==> src/verilog/cpu_pkg.sv <==
package cpu_pkg;

	localparam int WORD_W    = 16;
	localparam int REG_IDX_W = 3;
	localparam int NUM_REGS  = 8;
	localparam int OPCODE_W  = 4;
	localparam int STATE_W   = 4;
	localparam int PC_OP_W   = 2;
	localparam int SHAMT_W   = 4;

	localparam int OP_LSB  = 12;	// opcode field 15:12
	localparam int RD_LSB  = 9;	// rd field 11:9
	localparam int RS_LSB  = 6;	// rs field 8:6
	localparam int IMM_BIT = 5;	// immediate word follows

	typedef logic [WORD_W-1:0]    word_t;
	typedef logic [REG_IDX_W-1:0] reg_idx_t;
	typedef logic [SHAMT_W-1:0]   shamt_t;

	typedef enum logic [OPCODE_W-1:0] {
		ADD = 4'h0,
		SUB = 4'h1,
		AND = 4'h2,
		OR  = 4'h3,
		XOR = 4'h4,
		SHL = 4'h5,
		SHR = 4'h6,
		MOV = 4'h7,
		LD  = 4'h8,
		ST  = 4'h9,
		BZ  = 4'ha,
		JMP = 4'hb
	} opcode_t;

	typedef enum logic [PC_OP_W-1:0] {
		PC_NOP   = 2'd0,
		PC_RESET = 2'd1,
		PC_INC   = 2'd2,
		PC_SET   = 2'd3
	} pc_op_t;

	typedef enum logic [STATE_W-1:0] {
		RST       = 4'h0,
		FETCH     = 4'h1,
		DECODE    = 4'h2,
		REG_READ  = 4'h3,
		ALU       = 4'h4,
		MEM       = 4'h5,
		REG_WR    = 4'h6,
		PC_DELAY  = 4'h7,
		MEM_DELAY = 4'h8
	} state_t;

	typedef struct packed {
		logic fetch;
		logic decode;
		logic reg_read;
		logic alu;
		logic mem;
		logic reg_wr;
		logic pc_delay;
	} control_t;

	typedef struct packed {
		opcode_t  op;
		reg_idx_t rd;
		reg_idx_t rs;
		logic     imm;
		logic     en_mem;	// LD or ST
		logic     is_store;
		logic     writes_rd;
	} decoded_t;

endpackage

==> src/verilog/alu.sv <==
`timescale 1ns/10ps

module alu (
	input  logic              clk,
	input  logic              rst,
	input  logic              en_i,
	input  cpu_pkg::control_t ctrl_i,
	input  cpu_pkg::decoded_t dec_i,
	input  cpu_pkg::word_t    a_i,
	input  cpu_pkg::word_t    b_i,
	input  cpu_pkg::word_t    imm_word_i,
	input  cpu_pkg::word_t    mem_rdata_i,
	input  logic              mem_wait_i,
	output cpu_pkg::word_t    result_o,
	output cpu_pkg::word_t    target_o,
	output cpu_pkg::word_t    operand_a_o,
	output cpu_pkg::word_t    operand_b_o,
	output logic              should_branch_o
);

	cpu_pkg::word_t  b_sel;
	cpu_pkg::shamt_t shamt;
	cpu_pkg::word_t  result_next;
	logic            branch_next;
	cpu_pkg::word_t  op_a;
	cpu_pkg::word_t  op_b;
	cpu_pkg::word_t  result;
	logic            should_branch;

	assign b_sel = dec_i.imm ? imm_word_i : b_i;
	assign shamt = b_sel[cpu_pkg::SHAMT_W-1:0];

	always_comb begin
		case (dec_i.op)
			cpu_pkg::ADD: result_next = a_i + b_sel;
			cpu_pkg::SUB: result_next = a_i - b_sel;
			cpu_pkg::AND: result_next = a_i & b_sel;
			cpu_pkg::OR:  result_next = a_i | b_sel;
			cpu_pkg::XOR: result_next = a_i ^ b_sel;
			cpu_pkg::SHL: result_next = a_i << shamt;
			cpu_pkg::SHR: result_next = a_i >> shamt;	// logical
			cpu_pkg::MOV: result_next = b_sel;
			default:      result_next = '0;
		endcase
	end

	assign branch_next = (dec_i.op == cpu_pkg::JMP) ||
		((dec_i.op == cpu_pkg::BZ) && (a_i == '0));

	always_ff @(posedge clk) begin
		if (en_i) begin
			if (ctrl_i.alu) begin
				op_a   <= a_i;
				op_b   <= b_sel;
				result <= result_next;
			end else if (ctrl_i.mem && !mem_wait_i && dec_i.op == cpu_pkg::LD) begin
				result <= mem_rdata_i;	// held through mem_delay
			end
		end
	end

	always_ff @(posedge clk) begin
		if (rst) begin
			should_branch <= 1'b0;
		end else if (en_i) begin
			if (ctrl_i.alu) begin
				should_branch <= branch_next;
			end else if (ctrl_i.pc_delay) begin
				should_branch <= 1'b0;	// branch consumed
			end
		end
	end

	assign result_o        = result;
	assign target_o        = op_b;
	assign operand_a_o     = op_a;
	assign operand_b_o     = op_b;
	assign should_branch_o = should_branch;

endmodule

==> src/verilog/control.sv <==
`timescale 1ns/10ps

module control (
	input  logic              clk,
	input  logic              rst,
	input  logic              en_i,
	input  logic              en_mem_i,
	input  logic              mem_wait_i,
	input  logic              should_branch_i,
	input  logic              imm_i,
	output cpu_pkg::control_t control_o,
	output cpu_pkg::pc_op_t   pc_op_o
);

	cpu_pkg::state_t state;
	cpu_pkg::state_t next_state;

	always_ff @(posedge clk) begin
		if (rst) begin
			state <= cpu_pkg::RST;
		end else if (en_i) begin	// en low freezes the sequence
			state <= next_state;
		end
	end

	always_comb begin
		control_o = '0;
		case (state)
			cpu_pkg::FETCH:    control_o.fetch    = 1'b1;
			cpu_pkg::DECODE:   control_o.decode   = 1'b1;
			cpu_pkg::REG_READ: control_o.reg_read = 1'b1;
			cpu_pkg::ALU:      control_o.alu      = 1'b1;
			cpu_pkg::MEM:      control_o.mem      = 1'b1;
			cpu_pkg::REG_WR: begin
				control_o.reg_wr = 1'b1;
				control_o.fetch  = !should_branch_i;	// overlap next fetch
			end
			cpu_pkg::PC_DELAY: control_o.pc_delay = 1'b1;
			default:           control_o = '0;
		endcase
	end

	always_comb begin
		pc_op_o = cpu_pkg::PC_NOP;
		case (state)
			cpu_pkg::RST: pc_op_o = cpu_pkg::PC_RESET;
			cpu_pkg::FETCH: pc_op_o = cpu_pkg::PC_INC;
			cpu_pkg::REG_READ: begin
				if (imm_i) begin
					pc_op_o = cpu_pkg::PC_INC;	// step over the immediate word
				end
			end
			cpu_pkg::REG_WR: begin
				if (should_branch_i) begin
					pc_op_o = cpu_pkg::PC_SET;
				end else begin
					pc_op_o = cpu_pkg::PC_INC;
				end
			end
			default: pc_op_o = cpu_pkg::PC_NOP;
		endcase
	end

	always_comb begin
		case (state)
			cpu_pkg::RST:      next_state = cpu_pkg::FETCH;
			cpu_pkg::FETCH:    next_state = cpu_pkg::DECODE;
			cpu_pkg::DECODE:   next_state = cpu_pkg::REG_READ;
			cpu_pkg::REG_READ: next_state = cpu_pkg::ALU;
			cpu_pkg::ALU: begin
				if (en_mem_i) begin
					next_state = cpu_pkg::MEM;
				end else begin
					next_state = cpu_pkg::REG_WR;
				end
			end
			cpu_pkg::MEM: begin
				if (mem_wait_i) begin
					next_state = cpu_pkg::MEM;	// hold the request
				end else begin
					next_state = cpu_pkg::MEM_DELAY;
				end
			end
			cpu_pkg::MEM_DELAY: next_state = cpu_pkg::REG_WR;
			cpu_pkg::REG_WR: begin
				// next instruction is already in the IR unless we branched
				if (should_branch_i) begin
					next_state = cpu_pkg::PC_DELAY;
				end else begin
					next_state = cpu_pkg::DECODE;
				end
			end
			cpu_pkg::PC_DELAY: next_state = cpu_pkg::FETCH;
			default:           next_state = cpu_pkg::FETCH;
		endcase
	end

endmodule

==> src/verilog/cpu_top.sv <==
`timescale 1ns/10ps

module cpu_top (
	input  logic           clk,
	input  logic           rst,
	input  logic           en_i,
	output cpu_pkg::word_t imem_addr_o,
	input  cpu_pkg::word_t imem_data_i,
	output logic           dmem_req_o,
	output logic           dmem_we_o,
	output cpu_pkg::word_t dmem_addr_o,
	output cpu_pkg::word_t dmem_wdata_o,
	input  cpu_pkg::word_t dmem_rdata_i,
	input  logic           dmem_wait_i
);

	cpu_pkg::control_t ctrl;
	cpu_pkg::pc_op_t   pc_op;
	cpu_pkg::word_t    pc;
	cpu_pkg::word_t    target;
	cpu_pkg::decoded_t dec;
	cpu_pkg::word_t    imm_word;
	cpu_pkg::word_t    rdata_a;
	cpu_pkg::word_t    rdata_b;
	cpu_pkg::word_t    result;
	cpu_pkg::word_t    operand_a;
	cpu_pkg::word_t    operand_b;
	logic              should_branch;
	logic              rf_we;

	control u_control (
		.clk             (clk),
		.rst             (rst),
		.en_i            (en_i),
		.en_mem_i        (dec.en_mem),
		.mem_wait_i      (dmem_wait_i),
		.should_branch_i (should_branch),
		.imm_i           (dec.imm),
		.control_o       (ctrl),
		.pc_op_o         (pc_op)
	);

	pc_unit u_pc_unit (
		.clk      (clk),
		.rst      (rst),
		.en_i     (en_i),
		.pc_op_i  (pc_op),
		.target_i (target),
		.pc_o     (pc)
	);

	decoder u_decoder (
		.clk        (clk),
		.rst        (rst),
		.en_i       (en_i),
		.ctrl_i     (ctrl),
		.instr_i    (imem_data_i),
		.dec_o      (dec),
		.imm_word_o (imm_word)
	);

	assign rf_we = ctrl.reg_wr && dec.writes_rd && en_i;

	regfile u_regfile (
		.clk       (clk),
		.rst       (rst),
		.we_i      (rf_we),
		.waddr_i   (dec.rd),
		.wdata_i   (result),
		.raddr_a_i (dec.rd),	// operand a is always rd
		.raddr_b_i (dec.rs),
		.rdata_a_o (rdata_a),
		.rdata_b_o (rdata_b)
	);

	alu u_alu (
		.clk             (clk),
		.rst             (rst),
		.en_i            (en_i),
		.ctrl_i          (ctrl),
		.dec_i           (dec),
		.a_i             (rdata_a),
		.b_i             (rdata_b),
		.imm_word_i      (imm_word),
		.mem_rdata_i     (dmem_rdata_i),
		.mem_wait_i      (dmem_wait_i),
		.result_o        (result),
		.target_o        (target),
		.operand_a_o     (operand_a),
		.operand_b_o     (operand_b),
		.should_branch_o (should_branch)
	);

	assign imem_addr_o = pc;

	// request level stays up for the whole mem state
	assign dmem_req_o   = ctrl.mem;
	assign dmem_we_o    = ctrl.mem && dec.is_store;
	assign dmem_addr_o  = operand_b;
	assign dmem_wdata_o = operand_a;

endmodule

==> src/verilog/decoder.sv <==
`timescale 1ns/10ps

module decoder (
	input  logic              clk,
	input  logic              rst,
	input  logic              en_i,
	input  cpu_pkg::control_t ctrl_i,
	input  cpu_pkg::word_t    instr_i,
	output cpu_pkg::decoded_t dec_o,
	output cpu_pkg::word_t    imm_word_o
);

	cpu_pkg::word_t   ir;
	cpu_pkg::word_t   imm_word;
	cpu_pkg::opcode_t op;

	always_ff @(posedge clk) begin
		if (rst) begin
			ir <= '0;
		end else if (en_i && ctrl_i.fetch) begin
			ir <= instr_i;
		end
	end

	// pc already points past the instruction word here
	always_ff @(posedge clk) begin
		if (en_i && ctrl_i.reg_read && dec_o.imm) begin
			imm_word <= instr_i;
		end
	end

	assign op = cpu_pkg::opcode_t'(ir[cpu_pkg::OP_LSB +: cpu_pkg::OPCODE_W]);

	always_comb begin
		dec_o.op        = op;
		dec_o.rd        = ir[cpu_pkg::RD_LSB +: cpu_pkg::REG_IDX_W];
		dec_o.rs        = ir[cpu_pkg::RS_LSB +: cpu_pkg::REG_IDX_W];
		dec_o.imm       = ir[cpu_pkg::IMM_BIT];
		dec_o.en_mem    = (op == cpu_pkg::LD) || (op == cpu_pkg::ST);
		dec_o.is_store  = (op == cpu_pkg::ST);
		case (op)
			cpu_pkg::ADD, cpu_pkg::SUB, cpu_pkg::AND, cpu_pkg::OR,
			cpu_pkg::XOR, cpu_pkg::SHL, cpu_pkg::SHR, cpu_pkg::MOV,
			cpu_pkg::LD:
				dec_o.writes_rd = 1'b1;
			default:
				dec_o.writes_rd = 1'b0;	// st, branches, unused codes
		endcase
	end

	assign imm_word_o = imm_word;

endmodule

==> src/verilog/pc_unit.sv <==
`timescale 1ns/10ps

module pc_unit (
	input  logic            clk,
	input  logic            rst,
	input  logic            en_i,
	input  cpu_pkg::pc_op_t pc_op_i,
	input  cpu_pkg::word_t  target_i,
	output cpu_pkg::word_t  pc_o
);

	cpu_pkg::word_t pc;

	always_ff @(posedge clk) begin
		if (rst) begin
			pc <= '0;
		end else if (en_i) begin
			case (pc_op_i)
				cpu_pkg::PC_RESET: pc <= '0;
				cpu_pkg::PC_INC:   pc <= pc + 1'b1;	// word addressed
				cpu_pkg::PC_SET:   pc <= target_i;	// branch target from alu
				default:           pc <= pc;
			endcase
		end
	end

	assign pc_o = pc;

endmodule

==> src/verilog/regfile.sv <==
`timescale 1ns/10ps

module regfile (
	input  logic              clk,
	input  logic              rst,
	input  logic              we_i,
	input  cpu_pkg::reg_idx_t waddr_i,
	input  cpu_pkg::word_t    wdata_i,
	input  cpu_pkg::reg_idx_t raddr_a_i,
	input  cpu_pkg::reg_idx_t raddr_b_i,
	output cpu_pkg::word_t    rdata_a_o,
	output cpu_pkg::word_t    rdata_b_o
);

	cpu_pkg::word_t regs [cpu_pkg::NUM_REGS];

	always_ff @(posedge clk) begin
		if (rst) begin
			for (int i = 0; i < cpu_pkg::NUM_REGS; i++) begin
				regs[i] <= '0;
			end
		end else if (we_i) begin
			regs[waddr_i] <= wdata_i;
		end
	end

	// no bypass, writes and reads never share a state
	assign rdata_a_o = regs[raddr_a_i];
	assign rdata_b_o = regs[raddr_b_i];

endmodule
==> config.mk <==
export PLATFORM = sky130hd
export DESIGN_NAME = cpu_top
export DESIGN_NICKNAME = d
export VERILOG_FILES = /design/src/verilog/cpu_pkg.sv /design/src/verilog/alu.sv /design/src/verilog/control.sv /design/src/verilog/cpu_top.sv /design/src/verilog/decoder.sv /design/src/verilog/pc_unit.sv /design/src/verilog/regfile.sv
export SDC_FILE = /design/constraint.sdc
export NUM_CORES = 1
export LEC_CHECK = 0
export ABC_AREA = 1
export BUFFER_PORTS_ARGS = -buffer_cell sky130_fd_sc_hd__buf_2
export CELL_PAD_IN_SITES_DETAIL_PLACEMENT = 0
export CELL_PAD_IN_SITES_GLOBAL_PLACEMENT = 1
export CORE_MARGIN = 4
export CORE_UTILIZATION = 23
export DETAILED_ROUTE_END_ITERATION = 8
export PLACE_DENSITY_LB_ADDON = 0.08
export SKIP_CTS_REPAIR_TIMING = 1
export SLEW_MARGIN = 20
export SYNTH_ARGS = -nofsm -noshare
export SYNTH_HDL_FRONTEND = slang
export SYNTH_SLANG_ARGS = --single-unit
==> constraint.sdc <==
create_clock -name clk -period 7.12 [get_ports clk]
set_input_delay 1.424 -clock clk [delete_from_list [all_inputs] [get_ports clk]]
set_output_delay 1.424 -clock clk [all_outputs]
set_load 0.02 [all_outputs]
Yosys cells after proc, flatten, opt, wreduce, memory -nomap -nowiden
Memory sizes are Yosys's and may differ from the RTL's. A register that Yosys moved wholly into a read port is not among the register bits.
Index checks and enable logic that the tools add are counted.

storage, ports and cells
  register bits after elaboration = 101
  bits in writable memories = 128
  bits in read-only memories = 16
  output and inout bits = 50
  memories = 2

operators by class
  add/sub/neg operators = 3
  equality and inequality tests = 22
  shift-type cells = 2
  muxes and demuxes = 34
  bitwise operators = 3
  reductions and logical operators = 24

memory list
  name              depth  width  rd ports  clocked after memory_dff  wr ports  line           source
  u_regfile.regs    8      16     2         2                         8         regfile.sv:15  cpu_pkg::word_t regs [cpu_pkg::NUM_REGS];
  (name not given)  16     1      1         1                         0         decoder.sv:41  case (op)

operators by type and width
  kind                     number
  $pmux W16 S8             1
  $mux W16                 4
  $pmux W16 S3             1
  $eq A4 B3 Y1 const B     8
  $pmux W4 S7              1
  $eq A4 B4 Y1 const B     5
  $mux W3                  6
  $add A16 B1 Y16 const B  1
  $add A16 B16 Y16         1
  $and A16 B16 Y16         1
  $eq A4 B2 Y1 const B     4
  $logic_not A16 Y1        1
  $or A16 B16 Y16          1
  $reduce_or A16 Y1        1
  $shl A16 B4 Y16          1
  $shr A16 B4 Y16          1
  $sub A16 B16 Y16         1
  $xor A16 B16 Y16         1
  $mux W1                  14
  $mux W4                  3
  $logic_and A1 B1 Y1      9
  $eq A4 B1 Y1 const B     2
  $logic_not A4 Y1         2
  $pmux W2 S4              1
  9 further kinds          17

Depth between registers and ports, before layout
  word-level depth = 9
  mapped depth = 31
  depth with buffers taken out = 28

Modules after synthesis
Synthesis repeated with hierarchy kept, for this count alone.

second synthesis, totals
  cells, all modules = 2,230
  area total of the unflattened synthesis = 15,726.3 um^2

modules (own cells, without submodules)
  module   instances  cells each  area an instance (um^2)  sequential area each (um^2)
  regfile  1          1,032       7,532.2                  3,843.7
  alu      1          893         5,761.8                  1,461.4
  pc_unit  1          159         1,101.1                  320.3
  decoder  1          77          952.2                    720.7
  control  1          64          357.8                    80.1
  cpu_top  1          5           21.3                     0.0

Worst setup path before layout
Ideal clock, no wire load.

  kind = reg2reg
  start point = reg (tool-made name)
  end point = reg u_alu.result[15] (netlist: u_alu.result_o[15]), data pin
  arrival = 3.480 ns
  setup slack = 3.388 ns
  stages on the path, launching flop included = 31
  path buffers = 3
  clock period less this slack = 3.732 ns
  path through = dfxtp_1 -> buf_6 -> inv_4 -> buf_6 -> nand2_1 -> nand3_1 -> nand3_1 -> nand3_1 -> nand2_4 -> inv_2 -> buf_2 -> ha_1 -> inv_1 -> nor3_4 -> nand3_2 -> nand2_1 -> xor2_1 -> ha_1 -> nand2_1 -> o21a_1 -> o21ai_0 -> inv_1 -> o21a_1 -> o21ai_0 -> nand2_1 -> nand2_1 -> nand3_1 -> nand3_1 -> nand2_1 -> nand2_1 -> nand2_1

RTL lines
  what                  line       source
  end signal, assigned  alu.sv:55  result <= result_next;
  end signal, assigned  alu.sv:57  result <= mem_rdata_i;
  end, declared         alu.sv:27  cpu_pkg::word_t result;

==> metrics.txt <==
status=completed; most frequent cells in the layout=nand2_1, nor2_1, inv_1, edfxtp_1, nand3_1; crit-path max FO=41; Port-buffer cells=85; global-route wire length before repair=93.1 mm; Req. time, crit path=7.42 ns; DIE WIDTH=261 um; Routed WL per cell=22.7 um; IO Count=86; fraction of layout cells with a size suffix above 1=11.5%; CTS tree=built; Reg2Reg Setup Slack=1.64 ns; final worst slack=1.64 ns; GRT Util Overall=18.6%; DR vias/cell=4.72; Worst-Margin Slew=1.13 ns; RSZ-0062 raised after global routing=false; VDD IR max=0.000160 V; Post-synth top flop=edfxtp_1; Setup CP Type=reg2reg; Chip Height=261 um; Rows=92; P&R area growth vs syn=15.8%; Setup Slack @ Placement=1.60 ns; crit share post-route=76.9%; FILL cells=6961; #FFs+latches synth=231; Psw=1690 uW; Flop pwr share=33.1%; footprint of the multi-input gates=6920 um2; Iter 0 DRT Violations=1177; DIE AREA=68200 um2; syn nets=1991; flip-flop and latch area=6550 um2; Post-Synthesis Cells=1903; EDFF count, synth=192; worst-skew pair later-pin latency=0.55 ns; Seq/Total Area, Yosys=44.4%; Worst Setup EP=u_alu.result_o[15]; H-Tree Depth=2; CTS sink count=231; initial antenna violation count=0; starting density of the core=23.3%; DRT Wirelength=64.2 mm; Sw Ratio=36.5%; Slew HR=24.5%; antenna-violating nets left=0; Finish-stage setup viols=0; dpl hpwl=44.4 mm; most common cell after layout, fill and taps aside=nand2_1; clk slew on worst S/H paths=0.06 ns; routed via count=13348; Clock Path Buffers=3; GPL Wtd Cong=0.877; core box area=63300 um2; max-slew violations=0; FFs w/ async S/R, synth=0%; cell area power density=272 nW/um2; Period minus WS final=5.48 ns; max cap viols=0; critical path launch point type=flop; R2R Path End=u_alu.result_o[15]; via count of the first global-routing pass=13191; largest net degree at the start of global routing=64; Worst EP arrival=5.77 ns; TritonCTS buffer count=34; crit path capture type=flop; power share of the combinational group=29.7%; R2R cell count=25; final hold viol count=0; Avg Cell Area, Syn=7.75 um2; cell area after synthesis=14700 um2; Yosys warning count=0; ant diodes=0; number of remaining DRC errors=0; Pleak=0.00714 uW; Hold Path Class=reg2reg; Post-Route Utilization=27.0%; root buffer selected by CTS=clkbuf_16; Max Clock Freq=183 MHz; Clock Power Share=37.2%; P_int=2950 uW; clk_skew=0.0234 ns; setup TNS=0 ns; library cells used by synthesis=59; GRT overflow=0; drt pass-1 iters=4; Final #Nets=2054
sequential cells by signal, summed over array words and instances, names as in the netlist, named ones only:
signal and count:
u_alu.operand_b_o 16, u_pc_unit.pc_o 16, u_alu.operand_a_o 16, u_control.state 4, u_alu.result_o 16, u_alu.should_branch_o 1
u_regfile.regs 128, u_decoder.imm_word_o 16, u_decoder.dec_o 1, u_decoder.ir 11
logic make-up (layout without fill, tap and decap cells):
group	after synthesis	after routing	share of synthesized area, %
simple gates	946	946	27.3
mux	1	1	0.0679
fa+ha+maj	52	52	4.46
compound gates	354	354	13.8
xor+xnor	19	19	1.13
flops	231	231	44.4
buf+inv	300	381	8.91
worst max-delay path, cell delays in order (launching register included):
cell     delay (ns)
dfxtp_2        0.79
inv_4          0.40
or2_0          0.31
nand2_1        0.06
nand3_1        0.06
nand3_1        0.16
nand2_4        0.25
inv_2          0.50
ha_1           0.24
inv_1          0.08
nor3_4         0.20
nand3_2        0.10
nor2_2         0.21
a21oi_1        0.12
xor2_1         0.19
ha_1           0.36
nand2_1        0.11
o21a_1         0.24
o21ai_0        0.29
nand2_1        0.11
nand2_1        0.10
nand3_1        0.08
nand3_1        0.08
nand2_1        0.05
nand2_1        0.06
nand2_1        0.05
per-stage QoR:
step / instance area, um2 / hold WS, ns / power [uW] / cells
6_report: 17100 / 0.482 / 4640 / 2830
5_1_grt: 17100 / 0.509 / 4920 / 2830
4_1_cts: 17100 / 0.487 / 4720 / 2829
3_5_place_dp: 16000 / 0.477 / 2940 / 2775
3_3_place_gp: 16000 / 0.471 / 2960 / 2775
2_1_floorplan: 14700 / 0.453 / 2480 / 1903
area by class of cell:
cell class / instances / share of cell area (%)
clock inverter: 15 / 1.18
timing repair buffer: 113 / 3.80
tap: 846 / 6.20
inverter: 214 / 4.73
multi-input combinational: 1372 / 40.5
sequential: 231 / 38.4
clock buffer: 39 / 5.22
synthesized netlist by cell type (all sizes together), types with 4 or more instances:
cell type  number  area (um2)
nand2         454        1750
nor2          273        1080
inv           211         797
edfxtp        192        5770
o21ai         171         897
nand3         165         846
a21oi         114         574
buf            55         389
ha             51         638
dfxtp          39         781
clkbuf         31         116
or2            24         150
xor2           18         158
o211ai         17         138
a221oi         15         131
nand4          12        75.1
nor3            9        61.3
o31ai           8        60.1
a31oi           6        37.5
o21a            5        37.5
nor4            4        25.0
routing by layer:
metal | up-vias | wire (um) | GRT usage, %
met1 | 6429 | 30900 | 26.7
met5 | - | 0 | 0
met2 | 377 | 28100 | 29.1
met3 | 73 | 3590 | 3.26
met4 | 0 | 1580 | 4.86
li1 | 6469 | - | -
worst min path at each step:
stage,to,cells past startpoint,startpoint
finish,u_control.state[2],2,u_control.state[2]
global route,u_control.state[2],2,u_control.state[2]
CTS,u_control.state[2],2,u_control.state[2]
detailed placement,u_control.state[2],2,u_control.state[2]
global placement,u_control.state[2],2,u_control.state[2]
floorplan,u_alu.should_branch_o,2,u_alu.should_branch_o
power groups by stage:
| stage | registers (uW) | logic, uW | clock network (uW) |
|---|---|---|---|
| after global placement | 1570 | 1390 | 0 |
| final | 1540 | 1380 | 1730 |
| after floorplan | 1560 | 928 | 0 |
| after detailed placement | 1570 | 1380 | 0 |
| after global routing | 1540 | 1550 | 1840 |
| after CTS | 1540 | 1390 | 1790 |
Note: power is estimated with default switching activity, not from simulation.
